--- config.mk ---
export PLATFORM = sky130hd
export DESIGN_NAME = bg_fetcher_flat
export DESIGN_NICKNAME = d
export VERILOG_FILES = /design/src/ppu_pkg.sv /design/src/fifo_push_if.sv /design/src/bg_fetcher.sv /design/src/flat_wrapper.sv
export SDC_FILE = /design/constraint.sdc
export NUM_CORES = 1
export LEC_CHECK = 0
export ABC_AREA = 1
export ABC_CLOCK_PERIOD_IN_PS = 1700
export BUFFER_PORTS_ARGS = -buffer_cell sky130_fd_sc_hd__buf_2
export CELL_PAD_IN_SITES_DETAIL_PLACEMENT = 1
export CELL_PAD_IN_SITES_GLOBAL_PLACEMENT = 2
export CORE_MARGIN = 2
export CORE_UTILIZATION = 30
export CTS_BUF_LIST = sky130_fd_sc_hd__clkbuf_2 sky130_fd_sc_hd__clkbuf_4 sky130_fd_sc_hd__clkbuf_8
export DETAILED_ROUTE_END_ITERATION = 8
export PLACE_DENSITY_LB_ADDON = 0.08
export SETUP_SLACK_MARGIN = 0.4
export SYNTH_ARGS = -nofsm -noshare
export SYNTH_HDL_FRONTEND = slang
export SYNTH_SLANG_ARGS = --single-unit
--- constraint.sdc ---
create_clock -name clk -period 1.7 [get_ports clk]
set_clock_uncertainty 0.05 [all_clocks]
set_input_delay 0 -clock clk [delete_from_list [all_inputs] [get_ports clk]]
set_output_delay 0 -clock clk [all_outputs]
set_load 0.01 [all_outputs]
--- src/ppu_pkg.sv ---
`default_nettype none

package ppu_pkg;

  // ==============================
  // Display modes
  // ==============================

  // Encoding matches the STAT mode field
  typedef enum logic [1:0] {
    mode_hblank   = 2'd0,
    mode_vblank   = 2'd1,
    mode_oam_scan = 2'd2,
    mode_transfer = 2'd3
  } ppu_mode_t;

  // ==============================
  // Pixel types
  // ==============================

  // Color index before palette lookup
  typedef logic [1:0] color_idx_t;

  // Eight pixels, leftmost pixel in bits 15:14
  typedef logic [15:0] pix_row_t;

  // ==============================
  // Address map
  // ==============================

  localparam logic [15:0] LCDC_ADDR = 16'hFF40;
  localparam logic [15:0] STAT_ADDR = 16'hFF41;
  localparam logic [15:0] SCY_ADDR  = 16'hFF42;
  localparam logic [15:0] SCX_ADDR  = 16'hFF43;
  localparam logic [15:0] LY_ADDR   = 16'hFF44;
  localparam logic [15:0] LYC_ADDR  = 16'hFF45;
  localparam logic [15:0] BGP_ADDR  = 16'hFF47;

  localparam logic [15:0] VRAM_BASE = 16'h8000;
  localparam int          VRAM_SIZE = 8192;

  // 32 x 32 tile map, offset inside VRAM
  localparam logic [12:0] TILE_MAP_BASE = 13'h1800;

endpackage

`default_nettype wire

--- src/fifo_push_if.sv ---
`timescale 1ns/1ps
`default_nettype none

interface fifo_push_if;
  import ppu_pkg::*;

  logic     push_en;
  pix_row_t push_row;
  // At least eight free slots
  logic     has_room;
  // Clears the FIFO at line start
  logic     flush;

  modport fetcher (
    output push_en,
    output push_row,
    input  has_room,
    input  flush
  );

  modport fifo (
    input  push_en,
    input  push_row,
    input  flush,
    output has_room
  );

endinterface

`default_nettype wire

--- src/bg_fetcher.sv ---
`timescale 1ns/1ps
`default_nettype none

module bg_fetcher #(
  parameter int SCREEN_W = 32
) (
  input  logic               clk,
  input  logic               reset,
  input  ppu_pkg::ppu_mode_t mode,
  input  logic [7:0]         ly,
  input  logic [7:0]         scx,
  input  logic [7:0]         scy,
  output logic [12:0]        rd_addr,
  input  logic [7:0]         rd_data,
  fifo_push_if.fetcher       push
);
  import ppu_pkg::*;

  // One extra tile covers the fine-scroll pixels
  localparam int TILES = SCREEN_W / 8 + 1;
  localparam int CNT_W = $clog2(TILES + 1);

  typedef enum logic [2:0] {
    F_IDLE,
    F_MAP_ADDR,
    F_MAP_DATA,
    F_LO_ADDR,
    F_LO_DATA,
    F_HI_ADDR,
    F_HI_DATA,
    F_PUSH
  } fetch_state_t;

  fetch_state_t     state;
  logic [4:0]       tile_col;
  logic [CNT_W-1:0] tiles_left;
  logic [7:0]       tile_num;
  logic [7:0]       lo_byte;
  logic [7:0]       hi_byte;
  logic [7:0]       bg_y;

  assign bg_y = ly + scy;

  always_ff @(posedge clk or posedge reset) begin
    if (reset) begin
      state      <= F_IDLE;
      tile_col   <= 5'd0;
      tiles_left <= '0;
    end else if (mode != mode_transfer) begin
      state <= F_IDLE;
    end else if (push.flush) begin
      // Line start, coarse scroll picks the first column
      state      <= F_MAP_ADDR;
      tile_col   <= scx[7:3];
      tiles_left <= CNT_W'(TILES);
    end else begin
      case (state)
        F_MAP_ADDR: state <= F_MAP_DATA;
        F_MAP_DATA: state <= F_LO_ADDR;
        F_LO_ADDR:  state <= F_LO_DATA;
        F_LO_DATA:  state <= F_HI_ADDR;
        F_HI_ADDR:  state <= F_HI_DATA;
        F_HI_DATA:  state <= F_PUSH;
        F_PUSH: begin
          if (push.has_room) begin
            tile_col   <= tile_col + 5'd1;
            tiles_left <= tiles_left - 1'b1;
            state      <= (tiles_left == CNT_W'(1)) ? F_IDLE : F_MAP_ADDR;
          end
        end
        default: state <= F_IDLE;
      endcase
    end
  end

  // Capture RAM data the clock after each address step
  always_ff @(posedge clk) begin
    case (state)
      F_MAP_DATA: tile_num <= rd_data;
      F_LO_DATA:  lo_byte  <= rd_data;
      F_HI_DATA:  hi_byte  <= rd_data;
      default: ;
    endcase
  end

  always_comb begin
    rd_addr = 13'd0;
    case (state)
      F_MAP_ADDR: rd_addr = TILE_MAP_BASE + {3'b000, bg_y[7:3], tile_col};
      F_LO_ADDR:  rd_addr = {1'b0, tile_num, bg_y[2:0], 1'b0};
      F_HI_ADDR:  rd_addr = {1'b0, tile_num, bg_y[2:0], 1'b1};
      default: ;
    endcase
  end

  // Bit 7 of each byte is the leftmost pixel
  always_comb begin
    for (int i = 0; i < 8; i++) begin
      push.push_row[15 - 2*i -: 2] = {hi_byte[7 - i], lo_byte[7 - i]};
    end
  end

  assign push.push_en = (state == F_PUSH) && push.has_room;

endmodule

`default_nettype wire

--- src/flat_wrapper.sv ---
// flat-port wrapper written by rule: the top's interface ports become plain ports
module bg_fetcher_flat import ppu_pkg::*;
#(
  parameter int SCREEN_W = 32
)
  (clk, reset, mode, ly, scx, scy, rd_addr, rd_data, push_push_en, push_push_row, push_has_room, push_flush);
  fifo_push_if push_i ();
  input  logic clk;
  input  logic reset;
  input  ppu_pkg::ppu_mode_t mode;
  input  logic [7:0] ly;
  input  logic [7:0] scx;
  input  logic [7:0] scy;
  output logic [12:0] rd_addr;
  input  logic [7:0] rd_data;
  output wire logic [$bits(push_i.push_en)-1:0] push_push_en;
  output wire logic [$bits(push_i.push_row)-1:0] push_push_row;
  input wire logic [$bits(push_i.has_room)-1:0] push_has_room;
  input wire logic [$bits(push_i.flush)-1:0] push_flush;
  assign push_push_en = push_i.push_en;
  assign push_push_row = push_i.push_row;
  assign push_i.has_room = push_has_room;
  assign push_i.flush = push_flush;
  bg_fetcher #(.SCREEN_W(SCREEN_W)) u_core (.clk(clk), .reset(reset), .mode(mode), .ly(ly), .scx(scx), .scy(scy), .rd_addr(rd_addr), .rd_data(rd_data), .push(push_i));
endmodule
==> results.md <==
* Status: finished, final reports clean
* Register area share after synthesis at 52.27%
* Routed len/inst at 13.59 um
* Critical path arrival at 1.52 ns
* Crit-path cells: inv_2, ha_4, inv_4, nor2_4, inv_4, a21oi_2, o21ai_1, nand2_1, buf_2
* Mapped Cells at 199
* Vert. Die Dim at 83.70 um
* Setup CP Type: flip-flop to output pin
* Synthesized flop and latch total at 35
* First DRT Iteration DRCs at 32
* Max Fclk at 635.0 MHz
* Synthesized cell area at 1906 um2
* Area contributors post-synth: edfxtp_1 (38%), dfrtp_1 (14%), ha_1 (9.2%), nand2_1 (9.1%), inv_1 (6.1%)
* Post-synth EDFFs at 24
* Asr flop ratio synth at 31.43%
* Clock buffers created by TritonCTS at 5
* Vias/cell at 4.486
* Top-count cell post-synth: nand2_1
* CTS tree: built
* GRT Total Usage at 14.93%
* Yosys warnings at 0
* HP Start: push_flush
* Layout area overhead at 45.57%
* First-pass GRT wire length at 8349 um
* Clk Latency, worst-skew pair at 0.29 ns
* Worst slew pin tran at 0.4817 ns
* Worst R2R Setup Slack at 0.17 ns
* Hold/Removal Path Class: primary input to flip-flop
* Clock Path Buffers at 2
* Die area at 7006 um2
* Final count of hold timing violations at 0
* Worst path slowest cell: dfrtp_1
* Worst setup SP type: flip-flop
* Io pins at 68
* NumNets Final at 345
* Critical-path maximum fanout at 7
* Share of cells above drive strength 1 at 39.93%
* RSZ-0062 raised after global routing: true
* Number of setup violations in the final report at 0
* Row count at 29
* Area post-placement at 2312 um2
* Initial antenna violation count at 0
* Reg-to-reg critical path startpoint: u_core.state[1]$_DFFE_PP0P_
* Diodes inserted at 0
* Period minus WS final at 1.575 ns
* GPL Wtd Cong at 0.7111
* Drt pass-1 iters at 4
* Min-Delay Path Depth at 3
* Detailed-route via count at 1660
* Clk root buf: clkbuf_8
* Clk slew on worst S/H paths at 0.08 ns
* Cell Count Post-Placement at 338
* Vias in the first global route at 1773
* Hold Path End: u_core.tiles_left[0]$_DFFE_PP0P_
* R2R depth at 8
* Antenna violation net count after detailed routing at 0
* Largest area contributor in the netlist: edfxtp_1
* Worst reg2reg endpoint: u_core.state[2]$_DFFE_PP0P_
* Total routed wirelength at 5030 um
* VDD IR max at 0.0005235 V
* Final TNS setup at 0 ns
* Most frequent CP cell: inv_4
* Overall power at 2.083 mW
* Unique masters post-synth at 23
* PortBufs at 64
* Clock sinks at 35
* Mean Syn Cell Area at 9.576 um2
* Htree depth at 2
* Starting Density at 30.53%
* Critical Path Sink Type: output pin
* Largest net degree at the start of global routing at 13
* Yosys top cell area share at 37.82%
* Non-filler cells, final at 370
* Final instance area at 2774 um2
* Post-route DRC at 0
* Aggregate global routing overflow at 0
* Worst slew margin at 67.85%
* Hold_ws at 0.004393 ns
* Setup ws final at 0.1252 ns
* Slew Viols, Final at 0
* Pwr dens at 751.0 nW/um2
* Max incr delay on CP at 0.41 ns
* Tcrit/Tclk final at 92.63%
* Die width at 83.70 um
* DP Worst Slack at 0.1572 ns
* Synthesized Nets at 252
* Required time worst endpoint at 1.65 ns
* Util after Layout at 44.45%
* Commonest cells in the netlist: nand2_1 (46), inv_1 (31), edfxtp_1 (24)
* Static Leak at 1.304 nW
* Ys flop type: edfxtp_1
* Max cap viols at 0
* DP Wirelength at 3612 um
* Core footprint at 6241 um2
-- sequential cells by signal, summed over array words and instances (netlist names) --
signal,count
u_core.tiles_left,3
u_core.tile_num,8
u_core.tile_col,5
u_core.state,3
u_core.hi_byte,8
u_core.lo_byte,8
-- timing repair --
item                                   CTS  global route
gates resized for setup                 34            11
pin swaps                                6             8
setup endpoints to repair               48            49
hold buffers                            14             0
endpoints found under the hold margin   40             0
cloned                                   1             1
buffers inserted                         7             1
-- where the power goes --
part | switching, mW | internal [mW] | total (mW) | leakage (nW)
combinational | 0.186 | 0.163 | 0.349 | 0.896
sequential | 0.0306 | 0.945 | 0.976 | 0.350
clock | 0.322 | 0.437 | 0.759 | 0.0581
total | 0.539 | 1.54 | 2.08 | 1.30
-- worst max-delay path by stage --
| stage | startpoint | to | slack (ns) |
|---|---|---|---|
| finish | u_core.state[1]$_DFFE_PP0P_ | rd_addr[5] | 0.13 |
| global route | u_core.state[1]$_DFFE_PP0P_ | rd_addr[5] | 0.02 |
| CTS | u_core.state[1]$_DFFE_PP0P_ | rd_addr[5] | 0.11 |
| detailed placement | u_core.state[1]$_DFFE_PP0P_ | rd_addr[5] | 0.16 |
| global placement | u_core.state[1]$_DFFE_PP0P_ | rd_addr[5] | 0.20 |
| floorplan | u_core.state[0]$_DFFE_PP0P_ | u_core.tile_col[2]$_DFFE_PP0P_ | 0.40 |
-- area by class of cell --
type / instances / area, um2
clock buffers: 5 / 68.82
clock inverters: 3 / 43.79
fillers: 735 / 3467
inverters: 31 / 128.9
multi-input cells: 133 / 910.9
flip-flops and latches: 35 / 998.5
well taps: 77 / 96.34
repair buffers: 86 / 526.8
-- cell usage in the layout (no fill, tap or decap), types with 2 or more instances in the layout --
cell type      synthesis  routed
a21oi_1                8       7
buf_2                  1      63
buf_4                  0       8
clkbuf_8               0       5
dfrtp_1               11       9
dfrtp_2                0       2
dlygate4sd3_1          0      14
edfxtp_1              24      24
ha_1                  14      11
ha_4                   0       3
inv_1                 31      23
inv_2                  0       3
inv_4                  0       5
nand2_1               46      43
nand2_2                2       3
nand2_4                1       3
nand2_8                0       2
nand3_1               16      14
nand3_2                0       2
nand3b_1               2       2
nor2_1                 9       6
nor2_4                 1       4
o211ai_1               2       2
o21ai_0               15       8
o21ai_1                0       4
o21ai_2                4       7
o22ai_1                4       4
or2_2                  2       2
xnor2_1                2       2
-- metal layers --
layer | GRT usage (%) | vias to the layer above | routed length, um
li1 | - | 855 | -
met1 | 19.82 | 767 | 2347
met2 | 24.73 | 33 | 2420
met3 | 3.264 | 5 | 201
met4 | 3.959 | 0 | 60
met5 | 0 | - | 0
-- critical path, delay by kind of cell, from the launching register on --
family / cells / cell delay (ns)
fa+ha+maj: 1 / 0.17
buf+inv: 4 / 0.33
compound gates: 2 / 0.16
flops: 1 / 0.41
simple gates: 2 / 0.17
-- logic make-up after synthesis --
logic type | share of synthesized area (%)
compound gates | 10.37
xor+xnor | 1.379
fa+ha+maj | 10.24
buf+inv | 7.419
flops | 52.26
simple gates | 18.32
Note: power is estimated with default switching activity, not from simulation.
