--- config.mk ---
export PLATFORM = sky130hd
export DESIGN_NAME = pixel_out
export DESIGN_NICKNAME = d
export VERILOG_FILES = /design/src/ppu_pkg.sv /design/src/pixel_out.sv
export SDC_FILE = /design/constraint.sdc
export NUM_CORES = 1
export LEC_CHECK = 0
export BUFFER_PORTS_ARGS = -buffer_cell sky130_fd_sc_hd__buf_2
export CAP_MARGIN = 15
export CORE_ASPECT_RATIO = 2
export CORE_MARGIN = 3
export CORE_UTILIZATION = 41
export DETAILED_ROUTE_END_ITERATION = 8
export PLACE_DENSITY = 0.73
export RECOVER_POWER = 100
export SLEW_MARGIN = 25
export SYNTH_ARGS = -nofsm -noshare
export SYNTH_HDL_FRONTEND = slang
export SYNTH_SLANG_ARGS = --single-unit
--- constraint.sdc ---
create_clock -name clk -period 2.7 [get_ports clk]
set_clock_uncertainty 0.05 [all_clocks]
set_input_delay 0.135 -clock clk [delete_from_list [all_inputs] [get_ports clk]]
set_output_delay 0.135 -clock clk [all_outputs]
set_load 0.1 [all_outputs]
--- src/ppu_pkg.sv ---
`default_nettype none

package ppu_pkg;

  // ==============================
  // Display modes
  // ==============================

  // Encoding matches the STAT mode field
  typedef enum logic [1:0] {
    mode_hblank   = 2'd0,
    mode_vblank   = 2'd1,
    mode_oam_scan = 2'd2,
    mode_transfer = 2'd3
  } ppu_mode_t;

  // ==============================
  // Pixel types
  // ==============================

  // Color index before palette lookup
  typedef logic [1:0] color_idx_t;

  // Eight pixels, leftmost pixel in bits 15:14
  typedef logic [15:0] pix_row_t;

  // ==============================
  // Address map
  // ==============================

  localparam logic [15:0] LCDC_ADDR = 16'hFF40;
  localparam logic [15:0] STAT_ADDR = 16'hFF41;
  localparam logic [15:0] SCY_ADDR  = 16'hFF42;
  localparam logic [15:0] SCX_ADDR  = 16'hFF43;
  localparam logic [15:0] LY_ADDR   = 16'hFF44;
  localparam logic [15:0] LYC_ADDR  = 16'hFF45;
  localparam logic [15:0] BGP_ADDR  = 16'hFF47;

  localparam logic [15:0] VRAM_BASE = 16'h8000;
  localparam int          VRAM_SIZE = 8192;

  // 32 x 32 tile map, offset inside VRAM
  localparam logic [12:0] TILE_MAP_BASE = 13'h1800;

endpackage

`default_nettype wire

--- src/pixel_out.sv ---
`timescale 1ns/1ps
`default_nettype none

module pixel_out #(
  parameter int SCREEN_W = 32
) (
  input  logic                clk,
  input  logic                reset,
  input  ppu_pkg::ppu_mode_t  mode,
  input  logic [7:0]          ly,
  input  logic [7:0]          scx,
  input  logic [7:0]          bgp,
  input  logic                bg_enable,
  input  logic                empty,
  input  ppu_pkg::color_idx_t pop_px,
  output logic                pop_en,
  output logic                pix_valid,
  output logic [7:0]          pix_x,
  output logic [7:0]          pix_y,
  output logic [1:0]          pix_color,
  output logic                line_done
);
  import ppu_pkg::*;

  localparam logic [7:0] LINE_W = 8'(SCREEN_W);
  localparam logic [7:0] LAST_X = 8'(SCREEN_W - 1);

  logic [2:0] drop_cnt;
  logic [7:0] out_x;
  logic       keep;
  color_idx_t idx;

  // Stop popping once the line is complete
  assign pop_en = (mode == mode_transfer) && !empty && (out_x < LINE_W);
  assign keep   = pop_en && (drop_cnt == scx[2:0]);
  assign idx    = bg_enable ? pop_px : color_idx_t'(2'd0);

  always_ff @(posedge clk or posedge reset) begin
    if (reset) begin
      drop_cnt  <= 3'd0;
      out_x     <= 8'd0;
      pix_valid <= 1'b0;
      line_done <= 1'b0;
    end else begin
      pix_valid <= keep;
      line_done <= keep && (out_x == LAST_X);
      if (mode != mode_transfer) begin
        drop_cnt <= 3'd0;
        out_x    <= 8'd0;
      end else if (pop_en) begin
        // Fine scroll discards the first SCX mod 8 pixels
        if (drop_cnt != scx[2:0]) begin
          drop_cnt <= drop_cnt + 3'd1;
        end else begin
          out_x <= out_x + 8'd1;
        end
      end
    end
  end

  always_ff @(posedge clk) begin
    if (keep) begin
      pix_x     <= out_x;
      pix_y     <= ly;
      pix_color <= bgp[{idx, 1'b0} +: 2];
    end
  end

endmodule

`default_nettype wire

==> results of run 1 <==
-- per-stage QoR --
stage          setup slack [ns]  utilization (%)  cell area (sq um)  total power [mW]  hold slack, ns
5_1_grt                  0.3424            57.58               1634            0.9605          0.1015
4_1_cts                  0.6857            59.04               1675            0.9314         0.07950
3_3_place_gp             0.7404            53.00               1504            0.5894          0.1236
3_5_place_dp             0.6987            53.00               1504            0.5932          0.1529
6_report                 0.4388            57.58               1634            0.9175         0.08681
2_1_floorplan            0.2179                -               1240            0.5655        -0.03804
-- sequential cells by signal (all words and copies together) (netlist names) --
register	count
pix_valid	1
line_done	1
out_x	8
pix_y	8
pix_x	8
drop_cnt	3
pix_color	2
-- how the worst max path moves through the flow --
stage | end | slack, ns | depth (start not counted)
floorplan | pix_color[0] | 0.22 | 4
global placement | out_x[5] | 0.74 | 4
detailed placement | out_x[5] | 0.70 | 4
CTS | out_x[5] | 0.69 | 4
global route | pix_x[3] | 0.34 | 4
finish | out_x[5] | 0.44 | 4
-- per-layer routing --
| metal | wire length (microns) | part of all wire (%) |
|---|---|---|
| met5 | 0 | 0 |
| met3 | 166 | 6.7 |
| met1 | 858 | 34 |
| met2 | 1440 | 58 |
| met4 | 23 | 0.92 |
-- synthesized netlist by cell type, drive strengths merged --
library cell and count:
a21bo 1, nand4b 1, a21oi 5, nand2 2
nor2 6, nor2b 1, edfxtp 18, a31oi 1
dfrtp 13, clkbuf 1, inv 3, or4 1
nand3b 1, nand3 3, xor2 1, ha 2
xnor2 4, nor4 1, o21ai 4, or3 4
and3 2, mux2 2, mux2i 2, buf 1
a22o 4
-- kinds of logic after synthesis --
logic type,Yosys count,synth area share (%)
compound gates,15,7.770
fa+ha+maj,2,2.018
flops,31,69.83
mux,4,3.431
xor+xnor,5,3.532
buf+inv,5,2.119
simple gates,22,11.30
-- final cells by class --
cell class                 count  share of cell area (%)
timing repair buffer          57                   18.76
clock inverter                 2                  0.5360
multi-input combinational     48                   20.37
inverter                       3                  0.6891
clock buffer                   6                   4.441
tap                           29                   2.221
sequential                    31                   52.99
-- critical path: stages (launching register included) --
cell and delay (ns):
dfrtp_1 0.40, or4_4 0.55, nand4b_1 0.44, or3_2 0.59
a21oi_1 0.15
-- repair_timing --
action | in CTS | in global routing
endpoints found under the hold margin | 21 | 0
hold buffers | 9 | 0
setup endpoints to repair | 0 | 0
-- power by group --
group / internal [mW] / switching (mW) / total (mW) / leakage [nW]
Clock: 0.176 / 0.151 / 0.328 / 0.0426
Combinational: 0.0367 / 0.0463 / 0.0831 / 0.290
Sequential: 0.505 / 0.00205 / 0.507 / 0.347
Total: 0.718 / 0.200 / 0.918 / 0.680
==> flow_summary.ini, run 1 <==
[clock_network]
cts_sinks = 31
clk_path_buf_depth = 2
cts_buffers = 5
cts_max_level = 2
post_cts_resized = 0
cts_setup_buffers = 0
path_clk_slew_ns = 0.06
clk_latency_ns = 0.27
cts_root_buf = clkbuf_8
cts_tree = built

[floorplan]
start_util_pct = 43.69
io_pins = 53
die_width_microns = 44.89
fp.coreArea_sq_um = 2838
row_count = 27
dieArea_sq_um = 3760
die_h_microns = 83.77

[grt]
grt_use_met1_pct = 15.32
grt_pass1_vias = 930
busiest_layer = met2
grt_overflow = 0
met2_usage_pct = 25.56
grt_max_degree = 20
antenna_found_initial = 0
grtUsageTotal_pct = 14.83
use_met3_pct = 4.968
grt_pass1_wl_microns = 4064

[synth]
yosysSeqAreaShare_pct = 69.83
synth.cell_area_sq_um = 1240
synth_nets = 118
synth_seq_cells = 31
yosys.cell_types.count = 27
synth_cells = 84
synth_top_area_cell = edfxtp_1
synth.area.top_cells = edfxtp_1, dfrtp_1, a22o_1, xnor2_1, a21oi_1
synth_warnings = 0
avgSynthCellArea_sq_um = 14.76
yosysTopAreaCellShare_pct = 43.59

[final_layout]
fill_cells = 259
final_cells = 176
area_growth_pct = 31.79
nNetsFinal = 180
regArea_sq_um = 865.8
antenna_cells = 0
final_common_cell = buf_2
multiInputGateArea_sq_um = 332.8
final_cell_mix = buf_2, clkbuf_1, edfxtp_1, dfrtp_1, dlygate4sd3_1
drive_above_1_share_pct = 26.53

[setup_path]
path_class = reg2reg
cp_data_required_time_ns = 2.84
endpoint_kind = flip-flop
startpoint = out_x[6]
r2r_start = out_x[6]
worstRegToRegCells = 4
ff2ff_setup_slack_ns = 0.44
reg2reg_to = out_x[5]
worstPathMaxFanout = 11
start_kind = flip-flop
arrival_ns = 2.40

[route]
vias = 888
wirelength_microns = 2488
drc = 0
initialDrtViolationCount = 10
dr.pass1.iters = 2
avgViaCountPerCell = 5.045
routedWlPerCell_microns = 14.14
drtAntennaViolNets = 0

[sta]
worstMarginPinSlew_ns = 1.182
hold_viol_final = 0
setup_viol = 0
finalSetupTns_ns = 0
slew_violations = 0
max_freq_mhz = 442.3
fin_crit_ns = 2.261
relSlewSlack_pct = 21.56
period_share_pct = 83.75
rsz0062_at_grt = no

[pwr]
vdd_drop_max_mv = 0.3415
cellLeakagePower_nw = 0.6803
cellPowerDensity_nw_per_um2 = 561.5

[min_path]
holdPathEnd = out_x[7]
min_path_cells = 2
holdCritStartpoint = mode[1]
hp-class = in2reg

[outcome]
status = finished, final reports clean

[place]
place_hpwl_microns = 1899
place_inst = 159
numPortBuffers = 47
gp_congestion = 0.7212

[job]
drv_cap = 0
(Power assumes the default switching activity.)
==> run 2: changes to the inputs <==
==> constraint.sdc (replaced) <==
create_clock -name clk -period 1.8 [get_ports clk]
set_clock_uncertainty 0.05 [all_clocks]
set_input_delay 0.09 -clock clk [delete_from_list [all_inputs] [get_ports clk]]
set_output_delay 0.09 -clock clk [all_outputs]
set_load 0.1 [all_outputs]
==> flow_summary.ini, run 2 (synthesis results as in run 1) <==
[floorplan]
dieArea_sq_um = 3760
fp.coreArea_sq_um = 2838
die_h_microns = 83.77
io_pins = 53
die_width_microns = 44.89
start_util_pct = 43.69
row_count = 27

[sta]
hold_viol_final = 0
rsz0062_at_grt = yes
setup_viol = 25
max_freq_mhz = 526.5
relSlewSlack_pct = 63.86
period_share_pct = 105.5
fin_crit_ns = 1.900
finalSetupTns_ns = -1.541
fin_worst_hold_slack_ns = 0.03250
worstMarginPinSlew_ns = 0.5444
slew_violations = 0
setup_slack_ns = -0.09950

[outcome]
status = finished, violations left
violations = negative setup slack

[clock_network]
path_clk_slew_ns = 0.06
cts_buffers = 5
clk_path_buf_depth = 2
clk_latency_ns = 0.28
cts_sinks = 31
cts_root_buf = clkbuf_8
cts_max_level = 2
cts_tree = built

[setup_path]
endpoint_kind = flip-flop
cp_cell_sequence = or4_4 > nand4b_4 > buf_6 > or3_4 > a21oi_2
critPathSlowestCell = or4_4
path_delay_family = simple AND/OR/NAND/NOR gates
critical_path_buf_inv_count = 1
cp_data_required_time_ns = 1.95
path_class = reg2reg
worstPathMaxFanout = 6
start_kind = flip-flop
cp_slowest_stage_delay_ns = 0.54
arrival_ns = 2.05

[route]
initialDrtViolationCount = 42
wirelength_microns = 2956
drc = 0
vias = 971
drtAntennaViolNets = 0
routedWlPerCell_microns = 15.89
dr.pass1.iters = 4
avgViaCountPerCell = 5.220

[final_layout]
final_cell_mix = buf_2, clkbuf_2, edfxtp_1, dfrtp_1, dlygate4sd3_1
largestRegisters = out_x x8, pix_x x8, pix_y x8
final_common_cell = buf_2
nNetsFinal = 190
final_cell_area_sq_um = 1838
antenna_cells = 0
fill_cells = 230
area_growth_pct = 48.23
final_cells = 186
drive_above_1_share_pct = 48.41

[place]
place_hpwl_microns = 2014
gp_congestion = 0.7553
numPortBuffers = 47
placed_area_sq_um = 1572
place_inst = 163

[pwr]
clock_power_share_pct = 36.0
power_mw = 1.425
vdd_drop_max_mv = 0.5042
cellLeakagePower_nw = 0.8212
p_sw_share_pct = 22.93
p_comb_share_pct = 10.6
p_sw_uw = 326.6
p_int_mw = 1.098
power_frac_seq_pct = 53.4
cellPowerDensity_nw_per_um2 = 775.2

[grt]
grt_overflow = 0
antenna_found_initial = 0
grt_pass1_wl_microns = 4554
grt_pass1_vias = 1026
grtUsageTotal_pct = 17.09
grt_max_degree = 20

[job]
drv_cap = 0

[min_path]
hp-class = in2reg
-- run 2: cell count changes in the layout (fill, tap and decap cells not counted), moves of 2 or more --
cell	change
o21ai_0	-2
buf_12	+2
buf_4	+3
buf_2	-2
buf_6	+2
clkbuf_1	-18
a21oi_2	+2
a21oi_1	-2
clkbuf_4	+3
nor2_1	-2
or3_4	+2
clkbuf_2	+20
-- run 2: final cells by class --
type	count	area (sq um)	share of cell area (%)
Sequential cell	31	865.8	47.11
Timing Repair Buffer	67	457.9	24.91
Multi-Input combinational cell	48	385.4	20.97
Clock buffer	7	76.32	4.152
Tap cell	29	36.28	1.974
Inverter	3	11.26	0.6127
Clock inverter	1	5.005	0.2723
-- run 2: layer usage --
metal	share of wire (%)	track usage, %	vias up
li1	-	-	455
met2	56	29.75	49
met5	0	0	-
met4	3.4	10.40	0
met3	7.5	4.752	8
met1	33	16.50	459
-- run 2: power by group through the flow --
stage,registers [mW],logic (mW),clock network (mW)
after floorplan,0.795,0.0551,0
after global placement,0.774,0.122,0
after detailed placement,0.774,0.128,0
after CTS,0.760,0.148,0.530
after global routing,0.760,0.162,0.556
final,0.761,0.151,0.513
-- run 2: through the flow --
stage,worst slack [ns],utilization [%]
2_1_floorplan,-0.1568,-
3_3_place_gp,-0.05967,55.38
3_5_place_dp,-0.1439,55.38
4_1_cts,-0.09783,63.05
5_1_grt,-0.1607,64.77
6_report,-0.09950,64.77
-- run 2: repair_timing --
action / in CTS / in global routing
cloned: 0 / 2
hold endpoints to repair: 21 / 0
buffers inserted: 3 / 1
gates resized for setup: 7 / 2
pin swaps: 1 / 1
hold buffers: 9 / 0
setup endpoints to repair: 22 / 28
-- run 2: final timing paths --
check / startpoint / to / slack, ns / cells after the start
worst max-delay path: out_x[6] / out_x[3] / -0.1 / 5
worst min-delay path: mode[1] / out_x[7] / 0.03 / 2
worst max register to register: out_x[6] / out_x[3] / -0.1 / 5
worst min register to register: out_x[5] / pix_x[5] / 0.44 / 0
max in group asynchronous: reset / out_x[5] / 1.01 / 3
min in group asynchronous: reset / line_done / 0.34 / 3
