File: src/ppu_pkg.sv
`default_nettype none

package ppu_pkg;

  // ==============================
  // Display modes
  // ==============================

  // Encoding matches the STAT mode field
  typedef enum logic [1:0] {
    mode_hblank   = 2'd0,
    mode_vblank   = 2'd1,
    mode_oam_scan = 2'd2,
    mode_transfer = 2'd3
  } ppu_mode_t;

  // ==============================
  // Pixel types
  // ==============================

  // Color index before palette lookup
  typedef logic [1:0] color_idx_t;

  // Eight pixels, leftmost pixel in bits 15:14
  typedef logic [15:0] pix_row_t;

  // ==============================
  // Address map
  // ==============================

  localparam logic [15:0] LCDC_ADDR = 16'hFF40;
  localparam logic [15:0] STAT_ADDR = 16'hFF41;
  localparam logic [15:0] SCY_ADDR  = 16'hFF42;
  localparam logic [15:0] SCX_ADDR  = 16'hFF43;
  localparam logic [15:0] LY_ADDR   = 16'hFF44;
  localparam logic [15:0] LYC_ADDR  = 16'hFF45;
  localparam logic [15:0] BGP_ADDR  = 16'hFF47;

  localparam logic [15:0] VRAM_BASE = 16'h8000;
  localparam int          VRAM_SIZE = 8192;

  // 32 x 32 tile map, offset inside VRAM
  localparam logic [12:0] TILE_MAP_BASE = 13'h1800;

endpackage

`default_nettype wire

File: src/fifo_push_if.sv
`timescale 1ns/1ps
`default_nettype none

interface fifo_push_if;
  import ppu_pkg::*;

  logic     push_en;
  pix_row_t push_row;
  // At least eight free slots
  logic     has_room;
  // Clears the FIFO at line start
  logic     flush;

  modport fetcher (
    output push_en,
    output push_row,
    input  has_room,
    input  flush
  );

  modport fifo (
    input  push_en,
    input  push_row,
    input  flush,
    output has_room
  );

endinterface

`default_nettype wire

File: src/pixel_fifo.sv
`timescale 1ns/1ps
`default_nettype none

module pixel_fifo (
  input  logic                clk,
  input  logic                reset,
  fifo_push_if.fifo           push,
  input  logic                pop_en,
  output ppu_pkg::color_idx_t pop_px,
  output logic                empty
);
  import ppu_pkg::*;

  color_idx_t mem [16];
  logic [3:0] wr_ptr;
  logic [3:0] rd_ptr;
  logic [4:0] count;
  logic       do_push;
  logic       do_pop;

  // Stale pixels are hidden while the flush is in progress
  assign empty         = (count == 5'd0) || push.flush;
  assign push.has_room = (count <= 5'd8);
  assign do_push       = push.push_en && !push.flush;
  assign do_pop        = pop_en && !empty;
  assign pop_px        = mem[rd_ptr];

  always_ff @(posedge clk or posedge reset) begin
    if (reset) begin
      wr_ptr <= 4'd0;
      rd_ptr <= 4'd0;
      count  <= 5'd0;
    end else if (push.flush) begin
      wr_ptr <= 4'd0;
      rd_ptr <= 4'd0;
      count  <= 5'd0;
    end else begin
      if (do_push) begin
        wr_ptr <= wr_ptr + 4'd8;
      end
      if (do_pop) begin
        rd_ptr <= rd_ptr + 4'd1;
      end
      count <= count + (do_push ? 5'd8 : 5'd0) - (do_pop ? 5'd1 : 5'd0);
    end
  end

  // Whole row lands in one clock
  always_ff @(posedge clk) begin
    if (do_push) begin
      for (int i = 0; i < 8; i++) begin
        mem[wr_ptr + 4'(i)] <= push.push_row[15 - 2*i -: 2];
      end
    end
  end

endmodule

`default_nettype wire

File: src/flat_wrapper.sv
// flat-port wrapper written by rule: the top's interface ports become plain ports
module pixel_fifo_flat import ppu_pkg::*;
  (clk, reset, pop_en, pop_px, empty, push_push_en, push_push_row, push_flush, push_has_room);
  fifo_push_if push_i ();
  input  logic clk;
  input  logic reset;
  input  logic pop_en;
  output ppu_pkg::color_idx_t pop_px;
  output logic empty;
  input wire logic [$bits(push_i.push_en)-1:0] push_push_en;
  input wire logic [$bits(push_i.push_row)-1:0] push_push_row;
  input wire logic [$bits(push_i.flush)-1:0] push_flush;
  output wire logic [$bits(push_i.has_room)-1:0] push_has_room;
  assign push_i.push_en = push_push_en;
  assign push_i.push_row = push_push_row;
  assign push_i.flush = push_flush;
  assign push_has_room = push_i.has_room;
  pixel_fifo u_core (.clk(clk), .reset(reset), .push(push_i), .pop_en(pop_en), .pop_px(pop_px), .empty(empty));
endmodule
File: config.mk
export PLATFORM = sky130hd
export DESIGN_NAME = pixel_fifo_flat
export DESIGN_NICKNAME = d
export VERILOG_FILES = /design/src/ppu_pkg.sv /design/src/fifo_push_if.sv /design/src/pixel_fifo.sv /design/src/flat_wrapper.sv
export SDC_FILE = /design/constraint.sdc
export NUM_CORES = 1
export LEC_CHECK = 0
export ABC_CLOCK_PERIOD_IN_PS = 2009
export BUFFER_PORTS_ARGS = -buffer_cell sky130_fd_sc_hd__clkbuf_2
export CAP_MARGIN = 20
export CORE_ASPECT_RATIO = 0.9
export CORE_UTILIZATION = 46
export CTS_CLUSTER_DIAMETER = 60
export DETAILED_ROUTE_END_ITERATION = 8
export PLACE_DENSITY = 0.68
export RECOVER_POWER = 100
export SLEW_MARGIN = 20
export SYNTH_ARGS = -nofsm -noshare
export SYNTH_HDL_FRONTEND = slang
export SYNTH_SLANG_ARGS = --single-unit
export TNS_END_PERCENT = 50
File: constraint.sdc
create_clock -name clk -period 2.01 [get_ports clk]
set_input_delay 0.201 -clock clk [delete_from_list [all_inputs] [get_ports clk]]
set_output_delay 0.201 -clock clk [all_outputs]
set_load 0.02 [all_outputs]
==> results of run 1 <==
==> critical path: stages (launching register included) <==
cell	delay [ns]
dfrtp_1	0.39
or3_4	0.40
o31ai_4	0.19
nor2_1	0.07
ha_2	0.18
inv_2	0.06
ha_4	0.13
inv_2	0.03
fa_2	0.51
nor2_1	0.04
==> kinds of logic (layout without fill, tap and decap cells) <==
logic type | count (synthesis) | in the layout | synth area share, %
buffers and inverters | 26 | 58 | 5.07
and+or+nand+nor | 30 | 30 | 7.69
DFF | 42 | 42 | 56.4
xor gates and xnor gates | 6 | 6 | 2.45
AOI/OAI and AO/OA | 40 | 40 | 14.2
adders and majority gates | 7 | 7 | 4.43
muxes | 11 | 11 | 9.78
==> state kept, by name, summed over array words and instances (netlist names) <==
name           cells
u_core.mem        32
u_core.count       5
u_core.rd_ptr      4
u_core.wr_ptr      1
==> cells in the mapped netlist, drive strengths merged <==
| cell type | number |
|---|---|
| dfrtp | 10 |
| a21o | 29 |
| a21oi | 5 |
| clkbuf | 9 |
| or3 | 2 |
| buf | 7 |
| ha | 6 |
| mux4 | 8 |
| o31ai | 2 |
| nand2b | 2 |
| nor2 | 14 |
| xnor2 | 3 |
| nand3 | 1 |
| o22ai | 2 |
| o21ai | 1 |
| edfxtp | 32 |
| mux2i | 3 |
| and3 | 5 |
| fa | 1 |
| nor2b | 5 |
| or2 | 1 |
| inv | 10 |
| o311ai | 1 |
| xor2 | 3 |
==> worst paths after layout <==
kind,to,from,depth (start not counted)
min in group asynchronous,u_core.count[0],reset,3
max,u_core.count[2],u_core.count[2],9
min,u_core.wr_ptr[3],push_flush,2
max in group asynchronous,u_core.wr_ptr[3],reset,3
max reg2reg,u_core.count[2],u_core.count[2],9
min reg2reg,u_core.rd_ptr[3],u_core.rd_ptr[3],2
==> layout make-up <==
cell class              count  area (sq um)  area share, %
flip-flops and latches     42          1210           49.0
clock inverters             2          8.76          0.354
inverters                  10          37.5           1.52
clock buffers               6          72.6           2.94
multi-input cells          94           831           33.6
well taps                  62          77.6           3.14
repair buffers             40           233           9.42
==> layout by cell type, fill, tap and decap left out, types with 4 or more instances in the layout <==
cell / count
a21o_1: 29
a21oi_1: 5
and3_1: 5
buf_4: 10
clkbuf_1: 7
clkbuf_2: 21
clkbuf_8: 5
dfrtp_1: 10
edfxtp_1: 32
ha_1: 4
inv_1: 8
mux4_2: 8
nor2_1: 14
nor2b_1: 5
==> per-stage QoR <==
step / total power, uW / std cells / hold WS, ns / utilization (%)
CTS: 2500 / 256 / 0.112 / 55.9
global placement: 1960 / 247 / 0.172 / 53.8
floorplan: 1730 / 162 / 0.0412 / -
detailed placement: 2010 / 247 / 0.187 / 53.8
finish: 2480 / 256 / 0.121 / 55.4
global route: 2630 / 256 / 0.117 / 55.4
==> power by group <==
part           leakage [uW]  internal [uW]  switching, uW
Sequential         0.000428           1020           60.0
Combinational      0.000636            469            437
Clock             0.0000426            239            257
==> repair_timing <==
item,4_1_cts,5_1_grt
gates resized for setup,1,8
hold buffers,1,0
endpoints found under the hold margin,10,0
pin swaps,0,3
endpoints found under the setup margin,2,5
==> metal layers <==
metal / global-route usage, % / vias up / part of all wire [%]
li1: - / 647 / -
met3: 4.39 / 6 / 3.8
met4: 7.45 / 0 / 1.4
met1: 24.6 / 660 / 45
met5: 0 / - / 0
met2: 30.9 / 37 / 49
==> impl_metrics.yaml, run 1 <==
clocking:
  cts_setup_buffers: 0
  clkTransAtPathRegs_ns: 0.07
  tritoncts: "built"
  cts_sinks: 42
  clk_path_buf_depth: 2
  ctsHtreeMaxLevel: 2
  insertion_delay_ns: 0.28
  cts_buffers: 5
  cts_root_buf: "clkbuf_8"
timing:
  min_period_ns: 2.10
  slew_violations: 0
  post-route-period-util_pct: 105
  rsz0062_at_grt: "true"
  hold_violations: 0
  slew_headroom_pct: 62.4
  tightestPinTransition_ns: 0.559
  setup_ws_ns: -0.0945
  setup_viol: 2
  skew_ns: 0.00990
  fmax_mhz: 475
  setup_tns_ns: -0.179
cells_and_area:
  nets: 221
  diodes: 0
  drive_above_1_share_pct: 28.9
  filler_cell_count: 384
  final_cell_area_sq_um: 2470
  area_delta_synth_final_pct: 15.0
global_routing:
  antenna_found_initial: 0
  track_usage_pct: 19.0
  overflow: 0
  grt_pass1_wl_um: 6710
  grt_pass1_vias: 1427
  grt_max_degree: 13
yosys:
  postSynthCellCount: 162
  syn_nets: 190
  yosysTopAreaCell: "edfxtp_1"
  yosys_warnings: 0
  synth.distinct_cells: 28
  syn-cell-area_sq_um: 2150
  ys_seq_area_share_pct: 56.4
  synth_top_area_share_pct: 44.7
  synth_seq_cells: 42
  synth_area_leaders: "edfxtp_1 45%, dfrtp_1 12%, a21o_1 10%"
  syn_area_per_cell_sq_um: 13.3
setup_path:
  start_kind: "flop"
  setup.worst_path.class: "flop to flop"
  rrSetupSlack_ns: -0.09
  critPathArrivalTime_ns: 2.28
  crit_required_ns: 2.18
  crit_path_end_kind: "flop"
  path_max_fanout: 2
die:
  coreArea_sq_um: 4460
  die-area_sq_um: 4950
  pin_count: 25
  die_y_um: 66.8
  initial_utilization_pct: 48.2
  dieWidth_um: 74.0
  rows: 23
run_status:
  status: "complete, but fails checks"
  violations: "setup timing"
route:
  initialDrtViolationCount: 80
  first_pass_iters: 4
  wire_per_inst_um: 15.7
  vias: 1350
  drc: 0
  routed_wl_um: 4010
  ant_nets: 0
  vias_per_cell: 5.27
placed_design:
  dp_slack_ns: -0.181
  place.gp.congestion: 0.765
  hpwl_um: 3190
  dpl_cell_area_sq_um: 2400
  io_buffers: 24
hold_path:
  min_path_type: "input port to flop"
run:
  cap_violations: 0
power:
  peakVddDrop_mv: 0.479
  power.density_nw_per_um2: 1010
  leakagePower_uw: 0.00111
No activity file was read; power rests on OpenSTA's default activity.
==> inputs of run 2 (changes only) <==
==> constraint.sdc (replaced) <==
create_clock -name clk -period 2.01 [get_ports clk]
set_input_delay 0.3015 -clock clk [delete_from_list [all_inputs] [get_ports clk]]
set_output_delay 0.3015 -clock clk [all_outputs]
set_load 0.02 [all_outputs]
==> run 2 against run 1 <==
  * The flow still finishes with violations (setup timing)
  * Sequential power about the same
  * Die area unchanged
  * Clock power up 2%
  * Via count up 1.5%
  * Utilization up 1.5 points
  * Power up 4.8%
  * Largest cell class unchanged
==> impl_metrics.yaml, run 2 (synthesis results as in run 1) <==
setup_path:
  r2r_end: "u_core.count[3]"
  rrSetupSlack_ns: -0.12
  crit_path_end_kind: "flop"
  r2r-start: "u_core.count[0]"
  crit_path_max_incr_delay_ns: 0.41
  rr_worst_depth: 10
  crit_buf_inv: 2
  path_max_fanout: 2
  worstPathCellList: "or3_4 > o31ai_4 > nor2_1 > ha_2 > inv_2 > ha_4 > inv_2 > fa_2 > xor2_1 > nor2_1"
  critical-path-top-delay-family: "adder cells"
  slowest_stage: "or3_4"
  critPathArrivalTime_ns: 2.34
  start_kind: "flop"
  crit_required_ns: 2.22
  setup.worst_path.class: "flop to flop"
timing:
  setup_viol: 4
  hold_violations: 0
  rsz0062_at_grt: "true"
  setup_ws_ns: -0.116
  min_period_ns: 2.13
  tightestPinTransition_ns: 0.486
  skew_ns: 0.00778
  slew_headroom_pct: 67.6
  slew_violations: 0
  post-route-period-util_pct: 106
  fmax_mhz: 470
cells_and_area:
  layout_common_cells: "32 x edfxtp_1, 29 x a21o_1, 21 x clkbuf_2"
  reg_top3: "u_core.mem x32, u_core.count x5, u_core.rd_ptr x4"
  filler_cell_count: 386
  final_cell_area_sq_um: 2540
  seqCellArea_sq_um: 1210
  layout_commonest_cell: "edfxtp_1"
  largest_register_ffs: 32
  nets: 226
  multi_input_area_sq_um: 858
  top_register: "u_core.mem"
  drive_above_1_share_pct: 31.7
  area_delta_synth_final_pct: 18.2
  diodes: 0
route:
  routed_wl_um: 4220
  vias: 1370
  wl_met2_um: 2200
  dr_wl_met3_um: 144
  drc: 0
  highest_layer: "met4"
  initialDrtViolationCount: 81
  first_pass_iters: 4
  vias_per_cell: 5.25
  wirelength_met1_um: 1810
  ant_nets: 0
  wire_per_inst_um: 16.2
power:
  power_uw: 2600
  power.density_nw_per_um2: 1020
  leakagePower_uw: 0.00113
  peakVddDrop_mv: 0.526
clocking:
  clkTransAtPathRegs_ns: 0.07
  clk_path_buf_depth: 2
  tritoncts: "built"
  cts_sinks: 42
  cts_buffers: 5
  insertion_delay_ns: 0.29
  cts_root_buf: "clkbuf_8"
  ctsHtreeMaxLevel: 2
global_routing:
  track_usage_pct: 20.0
  overflow: 0
  grt_max_degree: 13
  grt_pass1_wl_um: 6960
  grt_pass1_vias: 1406
  antenna_found_initial: 0
hold_path:
  min_from: "push_flush"
  whs_path_depth: 2
  min_path_type: "input port to flop"
  min_to: "u_core.wr_ptr[3]"
die:
  die-area_sq_um: 4950
  rows: 23
  coreArea_sq_um: 4460
  die_y_um: 66.8
  dieWidth_um: 74.0
  initial_utilization_pct: 48.2
  pin_count: 25
placed_design:
  hpwl_um: 3240
  place.gp.congestion: 0.749
  dpl_cell_area_sq_um: 2410
  io_buffers: 24
  dp_slack_ns: -0.264
run_status:
  status: "complete, but fails checks"
  violations: "setup timing"
run:
  cap_violations: 0
## run 2: report_power, final
part	switching [uW]	leakage (uW)	internal (uW)	total [uW]
clock network	262	0.0000399	242	503
logic	477	0.000665	536	1010
registers	63.6	0.000428	1020	1090
total	803	0.00113	1800	2600
## run 2: stage by stage
step / util (%) / TNS, ns / std cells / hold slack (ns)
2_1_floorplan: - / -0.509 / 162 / 0.142
3_3_place_gp: 53.9 / -0.147 / 246 / 0.275
3_5_place_dp: 53.9 / -0.442 / 246 / 0.282
4_1_cts: 57.0 / -0.440 / 258 / 0.201
5_1_grt: 56.9 / -0.678 / 261 / 0.199
6_report: 56.9 / -0.257 / 261 / 0.212
## run 2: worst max path at each step
stage,slack [ns],from,end,cells past startpoint
after floorplan,-0.27,u_core.count[1],u_core.count[3],10
after global placement,-0.10,u_core.count[1],u_core.count[3],10
final,-0.12,u_core.count[0],u_core.count[3],10
after global routing,-0.20,u_core.count[0],u_core.count[3],10
after detailed placement,-0.26,u_core.count[1],u_core.count[3],10
after CTS,-0.16,u_core.count[0],u_core.count[2],9
## run 2: area by class of cell
type / instances / share of cell area (%)
flip-flops and latches: 42 / 47.7
multi-input cells: 94 / 33.8
repair buffers: 45 / 10.8
well taps: 62 / 3.05
clock buffers: 7 / 3.00
inverters: 10 / 1.48
clock inverters: 1 / 0.148
## run 2: what timing repair did
action / CTS / global route
pin swaps: 5 / 4
buffers inserted: 3 / 3
hold buffers: 1 / 0
setup endpoints to repair: 5 / 6
endpoints found under the hold margin: 10 / 0
resized for setup: 7 / 1
## run 2: routing by layer
metal / vias up / global-route usage, %
met2: 22 / 34.3
met4: 0 / 8.41
met1: 689 / 24.1
met5: - / 0
met3: 6 / 4.54
li1: 653 / -
==> inputs of run 3 (changes only) <==
- SETUP_SLACK_MARGIN: unset -> 0.05
==> run 3 against run 2 <==
  * The run still ends with setup timing left
  * Critical path depth unchanged
  * Worst setup slack is essentially flat
  * Combinational power about the same
  * Power up 0.42%
  * Clock power about the same
  * Flip-flop and latch count did not move
  * Largest cell class unchanged
  * First-iteration DRC count grew 1.2%
  * Clock skew hardly changed
  * Utilization up 0.14 points
  * Sequential share of layout area is 0.12 points lower
  * Global-route usage hardly changed
  * Register-to-register slack about the same
  * Highest routed layer unchanged
==> impl_metrics.yaml, run 3 (synthesis results as in run 1) <==
setup_path:
  crit_end: "u_core.count[3]"
  r2r_end: "u_core.count[3]"
  critPathArrivalTime_ns: 2.34
  crit_path_end_kind: "flop"
  crit_required_ns: 2.22
  setup.worst_path.class: "flop to flop"
  rr_worst_depth: 10
  rrSetupSlack_ns: -0.12
  cp-startpoint: "u_core.count[0]"
  r2r-start: "u_core.count[0]"
  path_max_fanout: 2
  start_kind: "flop"
timing:
  skew_ns: 0.00750
  fmax_mhz: 470
  min_period_ns: 2.13
  post-route-period-util_pct: 106
  slew_violations: 0
  setup_viol: 4
  tightestPinTransition_ns: 0.486
  hold_violations: 0
  hold_ws_ns: 0.212
  rsz0062_at_grt: "true"
  slew_headroom_pct: 67.6
  setup_ws_ns: -0.116
  setup_tns_ns: -0.257
route:
  initialDrtViolationCount: 82
  vias: 1365
  ant_nets: 0
  drc: 0
  wire_per_inst_um: 16.2
  vias_per_cell: 5.23
  first_pass_iters: 4
  routed_wl_um: 4220
power:
  leakagePower_uw: 0.00114
  peakVddDrop_mv: 0.526
  power.density_nw_per_um2: 1030
run:
  cap_violations: 0
die:
  dieWidth_um: 74.0
  rows: 23
  die-area_sq_um: 4950
  initial_utilization_pct: 48.2
  die_y_um: 66.8
  coreArea_sq_um: 4460
  pin_count: 25
placed_design:
  dp_cells: 246
  place.gp.congestion: 0.749
  io_buffers: 24
  hpwl_um: 3240
clocking:
  clk_path_buf_depth: 2
  cts_buffers: 5
  cts_sinks: 42
  tritoncts: "built"
  cts_root_buf: "clkbuf_8"
  insertion_delay_ns: 0.29
  ctsHtreeMaxLevel: 2
  clkTransAtPathRegs_ns: 0.07
cells_and_area:
  nets: 226
  layout_common_cells: "32 x edfxtp_1, 29 x a21o_1, 20 x clkbuf_2"
  drive_above_1_share_pct: 31.7
  top_register: "u_core.mem"
  layout_commonest_cell: "edfxtp_1"
  reg_top3: "u_core.mem x32, u_core.count x5, u_core.rd_ptr x4"
  diodes: 0
  final_cells: 261
  largest_register_ffs: 32
  area_delta_synth_final_pct: 18.5
  filler_cell_count: 385
global_routing:
  grt_pass1_wl_um: 6950
  overflow: 0
  grt_pass1_vias: 1402
  antenna_found_initial: 0
  grt_max_degree: 13
  track_usage_pct: 20.0
hold_path:
  min_path_type: "input port to flop"
  whs_path_depth: 2
run_status:
  status: "complete, but fails checks"
  violations: "setup timing"
[run 3: cell count changes in the layout (fill, tap and decap cells not counted), sizes merged]
cell / before / now
buf: 17 / 18
clkbuf: 34 / 33
[run 3: timing repair]
item | CTS | global route
hold buffers | 1 | 0
gates resized for setup | 9 | 1
gates cloned | 0 | 0
buffers inserted | 3 | 3
pin swaps | 5 | 4
endpoints found under the hold margin | 10 | 0
setup endpoints to repair | 5 | 6
[run 3: cell type report]
| type | count | area (sq um) | area share, % |
|---|---|---|---|
| tap | 62 | 77.6 | 3.05 |
| inverter | 10 | 37.5 | 1.47 |
| sequential | 42 | 1210 | 47.6 |
| multi-input combinational | 94 | 858 | 33.7 |
| timing repair buffer | 45 | 282 | 11.1 |
| clock inverter | 1 | 3.75 | 0.147 |
| clock buffer | 7 | 76.3 | 3.00 |
[run 3: how the worst min path moves through the flow]
stage                          start               end  slack [ns]
after global placement         reset  u_core.rd_ptr[2]        0.28
after detailed placement       reset  u_core.rd_ptr[2]        0.28
after global routing      push_flush  u_core.wr_ptr[3]        0.20
after floorplan                reset   u_core.count[0]        0.14
final                     push_flush  u_core.wr_ptr[3]        0.21
after CTS                 push_flush  u_core.wr_ptr[3]        0.20
[run 3: through the flow]
stage               worst slack (ns)  cell area [sq um]  total power [uW]  utilization (%)
detailed placement            -0.264               2410              2030             53.9
floorplan                     -0.272               2160              1730                -
finish                        -0.116               2550              2610             57.1
CTS                           -0.164               2550              2610             57.1
global route                  -0.197               2550              2770             57.1
global placement              -0.103               2410              1980             53.9
[run 3: per-layer routing]
metal	share of wire (%)	GRT usage, %	wire [um]
met1	43	24.1	1820
met2	52	34.2	2200
met3	3.4	4.54	144
met4	1.4	8.41	59
met5	0	0	0
[run 3: worst max-delay path, stage by stage, from the launching register on]
cell and delay, ns:
dfrtp_1 0.39, or3_4 0.41, o31ai_4 0.18, nor2_1 0.07, ha_2 0.17, inv_2 0.06
ha_4 0.13, inv_2 0.04, fa_2 0.33, xor2_1 0.15, nor2_1 0.12
[run 3: power by group]
part,internal [uW],leakage (uW),switching (uW)
combinational,546,0.000667,479
sequential,1020,0.000428,63.6
clock,242,0.0000399,262
